File: src/design/dma_pkg.sv
////////////////////////////////////////////////////////////////////////////
// Geometry, request types and TCDM address decode for the DMA front end
////////////////////////////////////////////////////////////////////////////
`default_nettype none

package dma_pkg;

  localparam int unsigned NumGroups        = 4;
  localparam int unsigned NumBanksPerGroup = 4;
  localparam int unsigned BankBytes        = 4;
  localparam int unsigned StripeBytes      = NumBanksPerGroup * BankBytes;
  localparam int unsigned RowBytes         = NumGroups * StripeBytes;
  localparam int unsigned AddrWidth        = 32;
  localparam logic [AddrWidth-1:0] TcdmBaseAddr = 32'h0001_0000;
  localparam int unsigned TcdmSize         = 4096;
  localparam int unsigned LenWidth         = 16;
  localparam int unsigned TrackDepth       = 4;
  localparam int unsigned TrackPtrWidth    = $clog2(TrackDepth);
  localparam int unsigned CntWidth         = 4;
  localparam int unsigned GroupIdxWidth    = $clog2(NumGroups);
  localparam int unsigned StripeOffWidth   = $clog2(StripeBytes);
  localparam int unsigned RowOffWidth      = $clog2(RowBytes);
  localparam int unsigned RowIdxWidth      = $clog2(TcdmSize) - RowOffWidth;
  localparam int unsigned TagWidth         = AddrWidth - $clog2(TcdmSize);

  typedef struct packed {
    logic [AddrWidth-1:0] src;
    logic [AddrWidth-1:0] dst;
    logic [LenWidth-1:0]  num_bytes;
  } dma_req_t;

  typedef logic [NumGroups-1:0] group_mask_t;

  // Bank geometry view of a TCDM byte address
  typedef struct packed {
    logic [TagWidth-1:0]                 tag;
    logic [RowIdxWidth-1:0]              row;
    logic [GroupIdxWidth-1:0]            group;
    logic [$clog2(NumBanksPerGroup)-1:0] bank;
    logic [$clog2(BankBytes)-1:0]        offset;
  } tcdm_geo_t;

  typedef union packed {
    logic [AddrWidth-1:0] raw;
    tcdm_geo_t            geo;
  } tcdm_addr_u;

  function automatic logic in_tcdm(input logic [AddrWidth-1:0] addr);
    return (addr >= TcdmBaseAddr) && (addr < TcdmBaseAddr + TcdmSize);
  endfunction

endpackage

`default_nettype wire

File: src/design/dma_spill_register.sv
////////////////////////////////////////////////////////////////////////////
// Two-entry valid/ready spill register for one DMA request word
////////////////////////////////////////////////////////////////////////////
`timescale 1ns/1ps
`default_nettype none

module dma_spill_register (
  input  logic              clk_i,
  input  logic              rst_i,
  input  dma_pkg::dma_req_t data_i,
  input  logic              valid_i,
  output logic              ready_o,
  output dma_pkg::dma_req_t data_o,
  output logic              valid_o,
  input  logic              ready_i
);
  import dma_pkg::*;

  dma_req_t out_data_q;
  dma_req_t spill_data_q;
  logic     out_full_q;
  logic     spill_full_q;
  logic     in_xfer;
  logic     out_xfer;

  assign in_xfer  = valid_i && ready_o;
  assign out_xfer = out_full_q && ready_i;

  // Ready only looks at the spill slot, never at ready_i
  assign ready_o = !spill_full_q;
  assign valid_o = out_full_q;
  assign data_o  = out_data_q;

  always_ff @(posedge clk_i) begin
    if (rst_i) begin
      out_full_q   <= 1'b0;
      spill_full_q <= 1'b0;
    end else if (spill_full_q) begin
      if (out_xfer) begin
        spill_full_q <= 1'b0;
      end
    end else if (in_xfer) begin
      if (out_full_q && !out_xfer) begin
        spill_full_q <= 1'b1;
      end else begin
        out_full_q <= 1'b1;
      end
    end else if (out_xfer) begin
      out_full_q <= 1'b0;
    end
  end

  always_ff @(posedge clk_i) begin
    if (spill_full_q) begin
      if (out_xfer) begin
        out_data_q <= spill_data_q;
      end
    end else if (in_xfer) begin
      if (out_full_q && !out_xfer) begin
        spill_data_q <= data_i;
      end else begin
        out_data_q <= data_i;
      end
    end
  end

endmodule

`default_nettype wire

File: src/design/dma_row_splitter.sv
////////////////////////////////////////////////////////////////////////////
// Cuts a DMA request into pieces that stay inside one TCDM row
////////////////////////////////////////////////////////////////////////////
`timescale 1ns/1ps
`default_nettype none

module dma_row_splitter (
  input  logic              clk_i,
  input  logic              rst_i,
  input  dma_pkg::dma_req_t req_i,
  input  logic              req_valid_i,
  output logic              req_ready_o,
  output dma_pkg::dma_req_t piece_o,
  output logic              piece_valid_o,
  output logic              piece_last_o,
  input  logic              piece_ready_i
);
  import dma_pkg::*;

  dma_req_t            cur_q;
  logic                busy_q;
  tcdm_addr_u          cut_addr;
  logic                use_dst;
  logic                is_tcdm;
  logic                fits;
  logic                piece_xfer;
  logic                req_xfer;
  logic [LenWidth-1:0] to_row_end;
  logic [LenWidth-1:0] piece_len;

  // Destination wins when both addresses are in the TCDM
  always_comb begin
    use_dst      = in_tcdm(cur_q.dst);
    is_tcdm      = use_dst || in_tcdm(cur_q.src);
    cut_addr.raw = use_dst ? cur_q.dst : cur_q.src;
  end

  // Bytes left up to the next row boundary
  assign to_row_end = LenWidth'(RowBytes) - LenWidth'({cut_addr.geo.group,
                                                       cut_addr.geo.bank,
                                                       cut_addr.geo.offset});

  assign fits      = !is_tcdm || (cur_q.num_bytes <= to_row_end);
  assign piece_len = fits ? cur_q.num_bytes : to_row_end;

  assign piece_o.src       = cur_q.src;
  assign piece_o.dst       = cur_q.dst;
  assign piece_o.num_bytes = piece_len;
  assign piece_valid_o     = busy_q;
  assign piece_last_o      = fits;

  assign piece_xfer  = busy_q && piece_ready_i;
  assign req_ready_o = !busy_q || (piece_xfer && fits);
  assign req_xfer    = req_valid_i && req_ready_o;

  always_ff @(posedge clk_i) begin
    if (rst_i) begin
      busy_q <= 1'b0;
    end else if (req_xfer) begin
      busy_q <= 1'b1;
    end else if (piece_xfer && fits) begin
      busy_q <= 1'b0;
    end
  end

  // Both sides advance by the same amount
  always_ff @(posedge clk_i) begin
    if (req_xfer) begin
      cur_q <= req_i;
    end else if (piece_xfer) begin
      cur_q.src       <= cur_q.src + AddrWidth'(piece_len);
      cur_q.dst       <= cur_q.dst + AddrWidth'(piece_len);
      cur_q.num_bytes <= cur_q.num_bytes - piece_len;
    end
  end

endmodule

`default_nettype wire

File: src/design/dma_group_distributor.sv
////////////////////////////////////////////////////////////////////////////
// Fans one row piece out to the groups owning its bank stripes
// and reports the completed fan-out to the tracker
////////////////////////////////////////////////////////////////////////////
`timescale 1ns/1ps
`default_nettype none

module dma_group_distributor (
  input  logic                                      clk_i,
  input  logic                                      rst_i,
  input  dma_pkg::dma_req_t                         piece_i,
  input  logic                                      piece_valid_i,
  input  logic                                      piece_last_i,
  output logic                                      piece_ready_o,
  output dma_pkg::dma_req_t [dma_pkg::NumGroups-1:0] group_req_o,
  output dma_pkg::group_mask_t                      group_req_valid_o,
  input  dma_pkg::group_mask_t                      group_req_ready_i,
  output logic                                      issue_valid_o,
  output dma_pkg::group_mask_t                      issue_mask_o,
  output logic                                      issue_last_o,
  input  logic                                      issue_ready_i
);
  import dma_pkg::*;

  tcdm_addr_u               tcdm_addr;
  logic                     use_dst;
  logic                     is_tcdm;
  logic [RowOffWidth:0]     row_off;
  logic [RowOffWidth:0]     row_end;
  logic [RowOffWidth:0]     end_byte;
  logic [GroupIdxWidth-1:0] last_grp;
  group_mask_t              part_mask;
  group_mask_t              sent_q;
  group_mask_t              accepted;
  logic                     all_accepted;

  always_comb begin
    use_dst       = in_tcdm(piece_i.dst);
    is_tcdm       = use_dst || in_tcdm(piece_i.src);
    tcdm_addr.raw = use_dst ? piece_i.dst : piece_i.src;
  end

  // Piece never crosses a row, so its end fits the row offset range
  assign row_off  = {1'b0, tcdm_addr.geo.group, tcdm_addr.geo.bank, tcdm_addr.geo.offset};
  assign row_end  = row_off + piece_i.num_bytes[RowOffWidth:0];
  assign end_byte = row_end - 1'b1;
  assign last_grp = end_byte[RowOffWidth-1:StripeOffWidth];

  always_comb begin
    logic [RowOffWidth:0]  lo;
    logic [RowOffWidth:0]  hi;
    logic [AddrWidth-1:0]  skip;
    part_mask = '0;
    for (int unsigned g = 0; g < NumGroups; g++) begin
      lo   = (g == tcdm_addr.geo.group) ? row_off : (RowOffWidth+1)'(g * StripeBytes);
      hi   = (g == last_grp) ? row_end : (RowOffWidth+1)'((g + 1) * StripeBytes);
      skip = AddrWidth'(lo - row_off);
      group_req_o[g].src       = piece_i.src + skip;
      group_req_o[g].dst       = piece_i.dst + skip;
      group_req_o[g].num_bytes = LenWidth'(hi - lo);
      part_mask[g] = is_tcdm && (piece_i.num_bytes != '0) &&
                     (g >= tcdm_addr.geo.group) && (g <= last_grp);
    end
    // Outside the TCDM or empty, the whole piece goes to group 0
    if (!is_tcdm || (piece_i.num_bytes == '0)) begin
      part_mask      = group_mask_t'(1);
      group_req_o[0] = piece_i;
    end
  end

  assign group_req_valid_o = {NumGroups{piece_valid_i}} & part_mask & ~sent_q;
  assign accepted          = group_req_valid_o & group_req_ready_i;
  assign all_accepted      = &(~part_mask | sent_q | accepted);

  assign issue_valid_o = piece_valid_i && all_accepted;
  assign issue_mask_o  = part_mask;
  assign issue_last_o  = piece_last_i;
  assign piece_ready_o = issue_valid_o && issue_ready_i;

  // Groups that already took their part of the current piece
  always_ff @(posedge clk_i) begin
    if (rst_i) begin
      sent_q <= '0;
    end else if (piece_valid_i && piece_ready_o) begin
      sent_q <= '0;
    end else if (piece_valid_i) begin
      sent_q <= sent_q | accepted;
    end
  end

endmodule

`default_nettype wire

File: src/design/dma_completion_tracker.sv
////////////////////////////////////////////////////////////////////////////
// Per-request piece accounting and cluster DMA status
////////////////////////////////////////////////////////////////////////////
`timescale 1ns/1ps
`default_nettype none

module dma_completion_tracker (
  input  logic                 clk_i,
  input  logic                 rst_i,
  input  logic                 issue_valid_i,
  input  dma_pkg::group_mask_t issue_mask_i,
  input  logic                 issue_last_i,
  output logic                 issue_ready_o,
  input  dma_pkg::group_mask_t group_done_i,
  input  dma_pkg::group_mask_t group_idle_i,
  output logic                 trans_complete_o,
  output logic                 backend_idle_o
);
  import dma_pkg::*;

  group_mask_t                         done_q;
  logic [NumGroups-1:0][CntWidth-1:0]  cur_cnt_q;
  logic [NumGroups-1:0][CntWidth-1:0]  cur_cnt_d;
  logic [NumGroups-1:0][CntWidth-1:0]  done_cnt_q;
  logic [NumGroups-1:0][CntWidth-1:0]  done_cnt_d;
  logic [NumGroups-1:0][CntWidth-1:0]  head_cnt;
  logic [NumGroups-1:0][CntWidth-1:0]  fifo_q [TrackDepth];
  logic [TrackPtrWidth-1:0]            wr_ptr_q;
  logic [TrackPtrWidth-1:0]            rd_ptr_q;
  logic [TrackPtrWidth:0]              fill_q;
  logic [TrackPtrWidth:0]              fill_d;
  logic                                issue_xfer;
  logic                                push;
  logic                                pop;
  logic                                idle_d;

  assign issue_ready_o = (fill_q != (TrackPtrWidth+1)'(TrackDepth));
  assign issue_xfer    = issue_valid_i && issue_ready_o;
  assign push          = issue_xfer && issue_last_i;
  assign head_cnt      = fifo_q[rd_ptr_q];

  always_comb begin
    // Skip a cycle after each pulse so pulses never touch
    pop = (fill_q != '0) && !trans_complete_o;
    for (int unsigned g = 0; g < NumGroups; g++) begin
      if (done_cnt_q[g] < head_cnt[g]) begin
        pop = 1'b0;
      end
    end
    for (int unsigned g = 0; g < NumGroups; g++) begin
      cur_cnt_d[g]  = cur_cnt_q[g] + CntWidth'(issue_xfer && issue_mask_i[g]);
      done_cnt_d[g] = done_cnt_q[g] + CntWidth'(done_q[g]) - (pop ? head_cnt[g] : '0);
    end
    fill_d = fill_q + (TrackPtrWidth+1)'(push) - (TrackPtrWidth+1)'(pop);
    idle_d = (&group_idle_i) && (fill_d == '0) && (push || (cur_cnt_d == '0));
  end

  always_ff @(posedge clk_i) begin
    if (rst_i) begin
      done_q           <= '0;
      cur_cnt_q        <= '0;
      done_cnt_q       <= '0;
      wr_ptr_q         <= '0;
      rd_ptr_q         <= '0;
      fill_q           <= '0;
      trans_complete_o <= 1'b0;
      backend_idle_o   <= 1'b1;
    end else begin
      done_q           <= group_done_i;
      cur_cnt_q        <= push ? '0 : cur_cnt_d;
      done_cnt_q       <= done_cnt_d;
      wr_ptr_q         <= wr_ptr_q + TrackPtrWidth'(push);
      rd_ptr_q         <= rd_ptr_q + TrackPtrWidth'(pop);
      fill_q           <= fill_d;
      trans_complete_o <= pop;
      backend_idle_o   <= idle_d;
    end
  end

  // Part counts of each fully issued request
  always_ff @(posedge clk_i) begin
    if (push) begin
      fifo_q[wr_ptr_q] <= cur_cnt_d;
    end
  end

endmodule

`default_nettype wire

File: src/design/dma_cluster_frontend.sv
////////////////////////////////////////////////////////////////////////////
// Cluster DMA front end with input register, row splitter, group fan-out,
// per-group registers and completion tracking
////////////////////////////////////////////////////////////////////////////
`timescale 1ns/1ps
`default_nettype none

module dma_cluster_frontend (
  input  logic                                       clk_i,
  input  logic                                       rst_i,
  // Incoming copy request
  input  dma_pkg::dma_req_t                          dma_req_i,
  input  logic                                       dma_req_valid_i,
  output logic                                       dma_req_ready_o,
  // Group request links
  output dma_pkg::dma_req_t [dma_pkg::NumGroups-1:0] group_req_o,
  output dma_pkg::group_mask_t                       group_req_valid_o,
  input  dma_pkg::group_mask_t                       group_req_ready_i,
  // Group status
  input  dma_pkg::group_mask_t                       group_done_i,
  input  dma_pkg::group_mask_t                       group_idle_i,
  // Cluster status
  output logic                                       trans_complete_o,
  output logic                                       backend_idle_o
);
  import dma_pkg::*;

  dma_req_t                 req_cut;
  logic                     req_cut_valid;
  logic                     req_cut_ready;
  dma_req_t                 piece;
  logic                     piece_valid;
  logic                     piece_last;
  logic                     piece_ready;
  dma_req_t [NumGroups-1:0] group_req;
  group_mask_t              group_req_valid;
  group_mask_t              group_req_ready;
  logic                     issue_valid;
  group_mask_t              issue_mask;
  logic                     issue_last;
  logic                     issue_ready;

  dma_spill_register i_dma_req_register (
    .clk_i  (clk_i          ),
    .rst_i  (rst_i          ),
    .data_i (dma_req_i      ),
    .valid_i(dma_req_valid_i),
    .ready_o(dma_req_ready_o),
    .data_o (req_cut        ),
    .valid_o(req_cut_valid  ),
    .ready_i(req_cut_ready  )
  );

  dma_row_splitter i_row_splitter (
    .clk_i        (clk_i        ),
    .rst_i        (rst_i        ),
    .req_i        (req_cut      ),
    .req_valid_i  (req_cut_valid),
    .req_ready_o  (req_cut_ready),
    .piece_o      (piece        ),
    .piece_valid_o(piece_valid  ),
    .piece_last_o (piece_last   ),
    .piece_ready_i(piece_ready  )
  );

  dma_group_distributor i_group_distributor (
    .clk_i            (clk_i          ),
    .rst_i            (rst_i          ),
    .piece_i          (piece          ),
    .piece_valid_i    (piece_valid    ),
    .piece_last_i     (piece_last     ),
    .piece_ready_o    (piece_ready    ),
    .group_req_o      (group_req      ),
    .group_req_valid_o(group_req_valid),
    .group_req_ready_i(group_req_ready),
    .issue_valid_o    (issue_valid    ),
    .issue_mask_o     (issue_mask     ),
    .issue_last_o     (issue_last     ),
    .issue_ready_i    (issue_ready    )
  );

  // One register cut per group link
  for (genvar g = 0; g < NumGroups; g++) begin : gen_group_register
    dma_spill_register i_group_register (
      .clk_i  (clk_i               ),
      .rst_i  (rst_i               ),
      .data_i (group_req[g]        ),
      .valid_i(group_req_valid[g]  ),
      .ready_o(group_req_ready[g]  ),
      .data_o (group_req_o[g]      ),
      .valid_o(group_req_valid_o[g]),
      .ready_i(group_req_ready_i[g])
    );
  end : gen_group_register

  dma_completion_tracker i_completion_tracker (
    .clk_i           (clk_i           ),
    .rst_i           (rst_i           ),
    .issue_valid_i   (issue_valid     ),
    .issue_mask_i    (issue_mask      ),
    .issue_last_i    (issue_last      ),
    .issue_ready_o   (issue_ready     ),
    .group_done_i    (group_done_i    ),
    .group_idle_i    (group_idle_i    ),
    .trans_complete_o(trans_complete_o),
    .backend_idle_o  (backend_idle_o  )
  );

endmodule

`default_nettype wire

File: config.mk
export PLATFORM = sky130hd
export DESIGN_NAME = dma_cluster_frontend
export DESIGN_NICKNAME = d
export VERILOG_FILES = /design/src/design/dma_pkg.sv /design/src/design/dma_spill_register.sv /design/src/design/dma_row_splitter.sv /design/src/design/dma_group_distributor.sv /design/src/design/dma_completion_tracker.sv /design/src/design/dma_cluster_frontend.sv
export SDC_FILE = /design/constraint.sdc
export NUM_CORES = 2
export LEC_CHECK = 0
export ABC_CLOCK_PERIOD_IN_PS = 13800
export BUFFER_PORTS_ARGS = -buffer_cell sky130_fd_sc_hd__buf_2
export CORE_UTILIZATION = 50
export CTS_CLUSTER_DIAMETER = 200
export DETAILED_ROUTE_END_ITERATION = 7
export GPL_TIMING_DRIVEN = 1
export PLACE_DENSITY_LB_ADDON = 0.25
export SETUP_SLACK_MARGIN = 0.02
export SLEW_MARGIN = 10
export SYNTH_ARGS = -nofsm -noshare
export SYNTH_HDL_FRONTEND = slang
export SYNTH_SLANG_ARGS = --single-unit
File: constraint.sdc
create_clock -name clk_i -period 13.8 [get_ports clk_i]
set_input_delay 1.38 -clock clk_i [delete_from_list [all_inputs] [get_ports clk_i]]
set_output_delay 1.38 -clock clk_i [all_outputs]
set_load 0.01 [all_outputs]
==> summary by stage <==
Hold path
The worst hold path belongs to the class flip-flop to flip-flop.

Floorplanning
The overall die width is between 300 and 400 µm. The floorplan has 120 rows. The core region is 107000 µm². The initial cell density of the core is 0.504. In this run the count of I/O pins placed on the die edge is ~420. The die area is about 110000 µm². The floorplan step set the die height to around 330 µm.

Worst setup path
The type of element capturing the critical path is a flip-flop. The startpoint-to-endpoint class of the critical path is flip-flop to flip-flop. On the worst path, the slowest cell contributes a delay of about 0.77 ns. Data on the critical path arrives at its endpoint at between 10 and 15 ns.

In this design, the critical path's most frequently occurring cell is nor2_1. The required time of the critical path is roughly 14 ns. The critical path startpoint category is a flip-flop. The highest fanout seen on the critical path is 64. The slack of the worst reg-to-reg path is approximately 2.9 ns. The slowest cell on the critical path is buf_4.

Final layout
The layout overhead on the synthesized area is 13.5%. Summing all multi-input logic gate instances after layout gives 24700 µm². Summing all flip-flop and latch instances after layout gives about 28000 µm². In the final layout, the share of cells above drive strength 1 is 0.222. At the end of the flow, the number of nets in the layout was 5424. The final instance count without filler cells is 6423. The layout has slightly below 9000 filler cells.

Logic synthesis
The number of enable flip-flop cells after synthesis is about 900. The netlist area before placement is roughly 54000 µm². By count the netlist is led by 896 x edfxtp_1, 391 x mux2_2, 377 x ha_1. The mean area per synthesized cell is 12.2 µm². After synthesis, the netlist uses 95 different library cells.

The warning count from the yosys run is 0. The count of mapped cells out of synthesis is 4424. The area share of the largest cell type after synthesis is 0.500.

The post-synthesis sequential element count is between 900 and 1000. By instance count, the leading cell after synthesis is edfxtp_1. edfxtp_1 takes more of the synthesized area than any other cell. The async set-reset flop share out of synthesis is 0. Yosys attributes the largest share of cell area to edfxtp_1 50%, ha_1 8.8%, mux2_2 8.2%. The portion of the post-synthesis area used by sequential elements is 0.522.

The most common flop cell mapped by yosys is edfxtp_1.

Drt
Summing over every cut layer, the via total after detailed routing is roughly 38000. In the final routed layout, each cell accounts on average for around 24 µm. Summed over all nets, wire length on met2 after detailed routing comes to 68700 µm. The uppermost layer routed is met4.

The final layout contains routed wiring with a total length of approximately 160000 µm. In the final routing, the length of wire on met1 measures about 70000 µm. The first routing iteration left roughly 3700 violations. The number of vias per cell after detailed routing is a little under 6.

The routed length on met3 is about 12000 µm. For this run, design rule violations remaining after detail routing come to 0. The count of antenna-violating nets left after detailed routing is 0.

The first detailed-routing pass ran for 6 iterations.

Power and ir drop
The portion of total power attributed to the clock network is 0.161. For this design the total switching power over the nets is between 7 and 8 mW. The fraction of power spent switching nets is 0.424. Of the total power, combinational logic draws 0.577. The internal power summed over all cells is around 9.7 mW.

For this design the ratio of total power to cell area is 276 nW/µm². The portion of total power attributed to sequential cells is 0.262. In this run the static leakage power is around 23 nW.

IR analysis of the VDD net gives a maximum drop of 0.137 mV.

GRT
The first global-routing pass estimated roughly 230000 µm of wire. The via count of the first global-routing pass was ~36000. The global-route usage over all layers is 0.281. Entering global routing, the biggest net connects 85 pins. After global routing the overflow that remains totals 0. The initial antenna violation count is 9.

Placement
The post-detailed-placement half-perimeter wirelength is 113000 µm. In this run, placement finished with an instance count of approximately 6200. At the end of routability-driven placement, the weighted congestion stood at ~0.93. The count of buffers from port buffering is around 420.

Timing
The clock period minus worst slack is roughly 11 ns. The final total negative setup slack is 0 ns. In the finished design, the share of the clock period the worst path needs comes to 0.789. Setup repair after global routing left no endpoint under its margin. The number of hold violations in the final report was 0. The final number of setup-violating endpoints is 0.

Static timing analysis puts the maximum clock frequency at 91.9 MHz. Headroom to the max-slew limit came out at 0.279. The number of pins with negative max-slew slack in the final report was 0.

For the pin with the worst max-slew slack, the measured transition is roughly 1.1 ns. Across the routed clock network, the largest skew measured is about 0.030 ns.

Run status
The run finished with clean final reports.

Job
The tool flagged a number of max-cap violations equal to 0.

CTS
For this design, the sink count on the clock tree is roughly 960. The number of hold buffers added after CTS was 0. In this run the clock root is driven by a clkbuf_16. Once the clock tree was built, the setup fixing pass inserted 0 buffers. After clock tree synthesis, the clock-pin slew on the worst setup and hold paths is around 0.07 ns. No sink is reached through more buffers than the 3 on the longest clock path.

The number of buffers inserted during clock tree synthesis is 101. The H-tree was split into 3 levels. The CTS tree is done.

The clock latency reported for the late side of the worst-skew pair is around 0.71 ns. Gates resized during post-CTS repair numbered 0.
==> layer usage <==
| metal | up-vias | GRT usage |
|---|---|---|
| met4 | 0 | 0.0948 |
| met3 | 219 | 0.0419 |
| met2 | 1424 | 0.425 |
| li1 | 17600 | - |
| met1 | 18500 | 0.414 |
| met5 | - | 0 |
==> stage by stage <==
| step | util | area [µm²] | hold slack [ns] | setup WS (ns) | total power, mW |
|---|---|---|---|---|---|
| floorplan | - | 54100 | 0.425 | 0.692 | 11.3 |
| global placement | 0.541 | 57800 | 0.432 | 3.30 | 13.9 |
| detailed placement | 0.541 | 57800 | 0.445 | 3.03 | 14.0 |
| CTS | 0.572 | 61100 | 0.455 | 2.96 | 16.8 |
| global route | 0.572 | 61100 | 0.491 | 2.15 | 17.9 |
| finish | 0.572 | 61100 | 0.453 | 2.92 | 16.9 |
==> power by group through the flow <==
stage                     Clock [mW]  Sequential [mW]  Combinational (mW)
after CTS                       2.75             4.42                9.61
after global routing            2.85             4.43                10.6
after detailed placement           0             4.48                9.51
after global placement             0             4.47                9.42
final                           2.72             4.43                9.74
after floorplan                    0             4.38                6.91
==> cells by family after synthesis <==
| kind of cell | after synthesis | synth area share |
|---|---|---|
| mux | 430 | 0.0934 |
| simple gates | 996 | 0.0907 |
| xor+xnor | 343 | 0.0559 |
| buf+inv | 318 | 0.0252 |
| other cells | 2 | 0.000139 |
| fa+ha+maj | 398 | 0.0954 |
| flops | 956 | 0.522 |
| compound gates | 981 | 0.117 |
==> flip-flops by register name, indices dropped and copies added (netlist names), 4 cells and up <==
name and flops:
i_completion_tracker.done_q 4, gen_group_register.i_group_register.valid_o 4, gen_group_register.i_group_register.spill_data_q 296, gen_group_register.i_group_register.data_o 296, i_completion_tracker.fifo_q 64, gen_group_register.i_group_register.spill_full_q 4, i_group_distributor.sent_q 4, i_dma_req_register.data_o 80
i_completion_tracker.done_cnt_q 16, i_completion_tracker.cur_cnt_q 16, i_row_splitter.cur_q 16, i_dma_req_register.spill_data_q 80, i_row_splitter.piece_o 64
==> critical path: cells and delay by family, from the launching register on <==
kind            cells  cell delay [ns]
compound gates     12             4.33
xor+xnor            1             0.18
simple gates       12             3.14
buf+inv             3             1.22
fa+ha+maj           3             0.91
flops               1             0.61
==> worst paths after layout <==
path	startpoint	endpoint	depth (start not counted)
hold / removal	i_group_distributor.sent_q[0]	i_group_distributor.sent_q[0]	2
setup reg to reg	i_row_splitter.piece_o[28]	i_dma_req_register.data_o[35]	31
hold reg to reg	i_group_distributor.sent_q[0]	i_group_distributor.sent_q[0]	2
setup / recovery	i_row_splitter.piece_o[28]	i_dma_req_register.data_o[35]	31
==> area by class of cell <==
type	instances	area share
Clock inverter	59	0.00860
Inverter	184	0.0113
Clock buffer	131	0.0454
Sequential cell	956	0.460
Tap cell	1403	0.0287
Timing Repair Buffer	482	0.0420
Multi-Input combinational cell	3206	0.404
Antenna cell	2	0.0000819
==> cell usage in the layout, fill, tap and decap left out, drive strengths merged, types with 23 or more instances in the layout <==
cell type and n:
a211oi 33, ha 377, buf 482, clkbuf 131
nand3 71, nor3 44, a21o 129, mux2 401
nor2b 53, nand4 24, xnor2 221, nand2 287
o21bai 46, nor2 261, o31ai 29, nor3b 23
o21ai 227, edfxtp 896, a21oi 278, and3 40
inv 190, xor2 122, nor4 30, dfxtp 60
clkinv 38, o21a 50, a31oi 31, conb 58
and2 31, nand2b 63
Power figures use the tool's default switching activity.
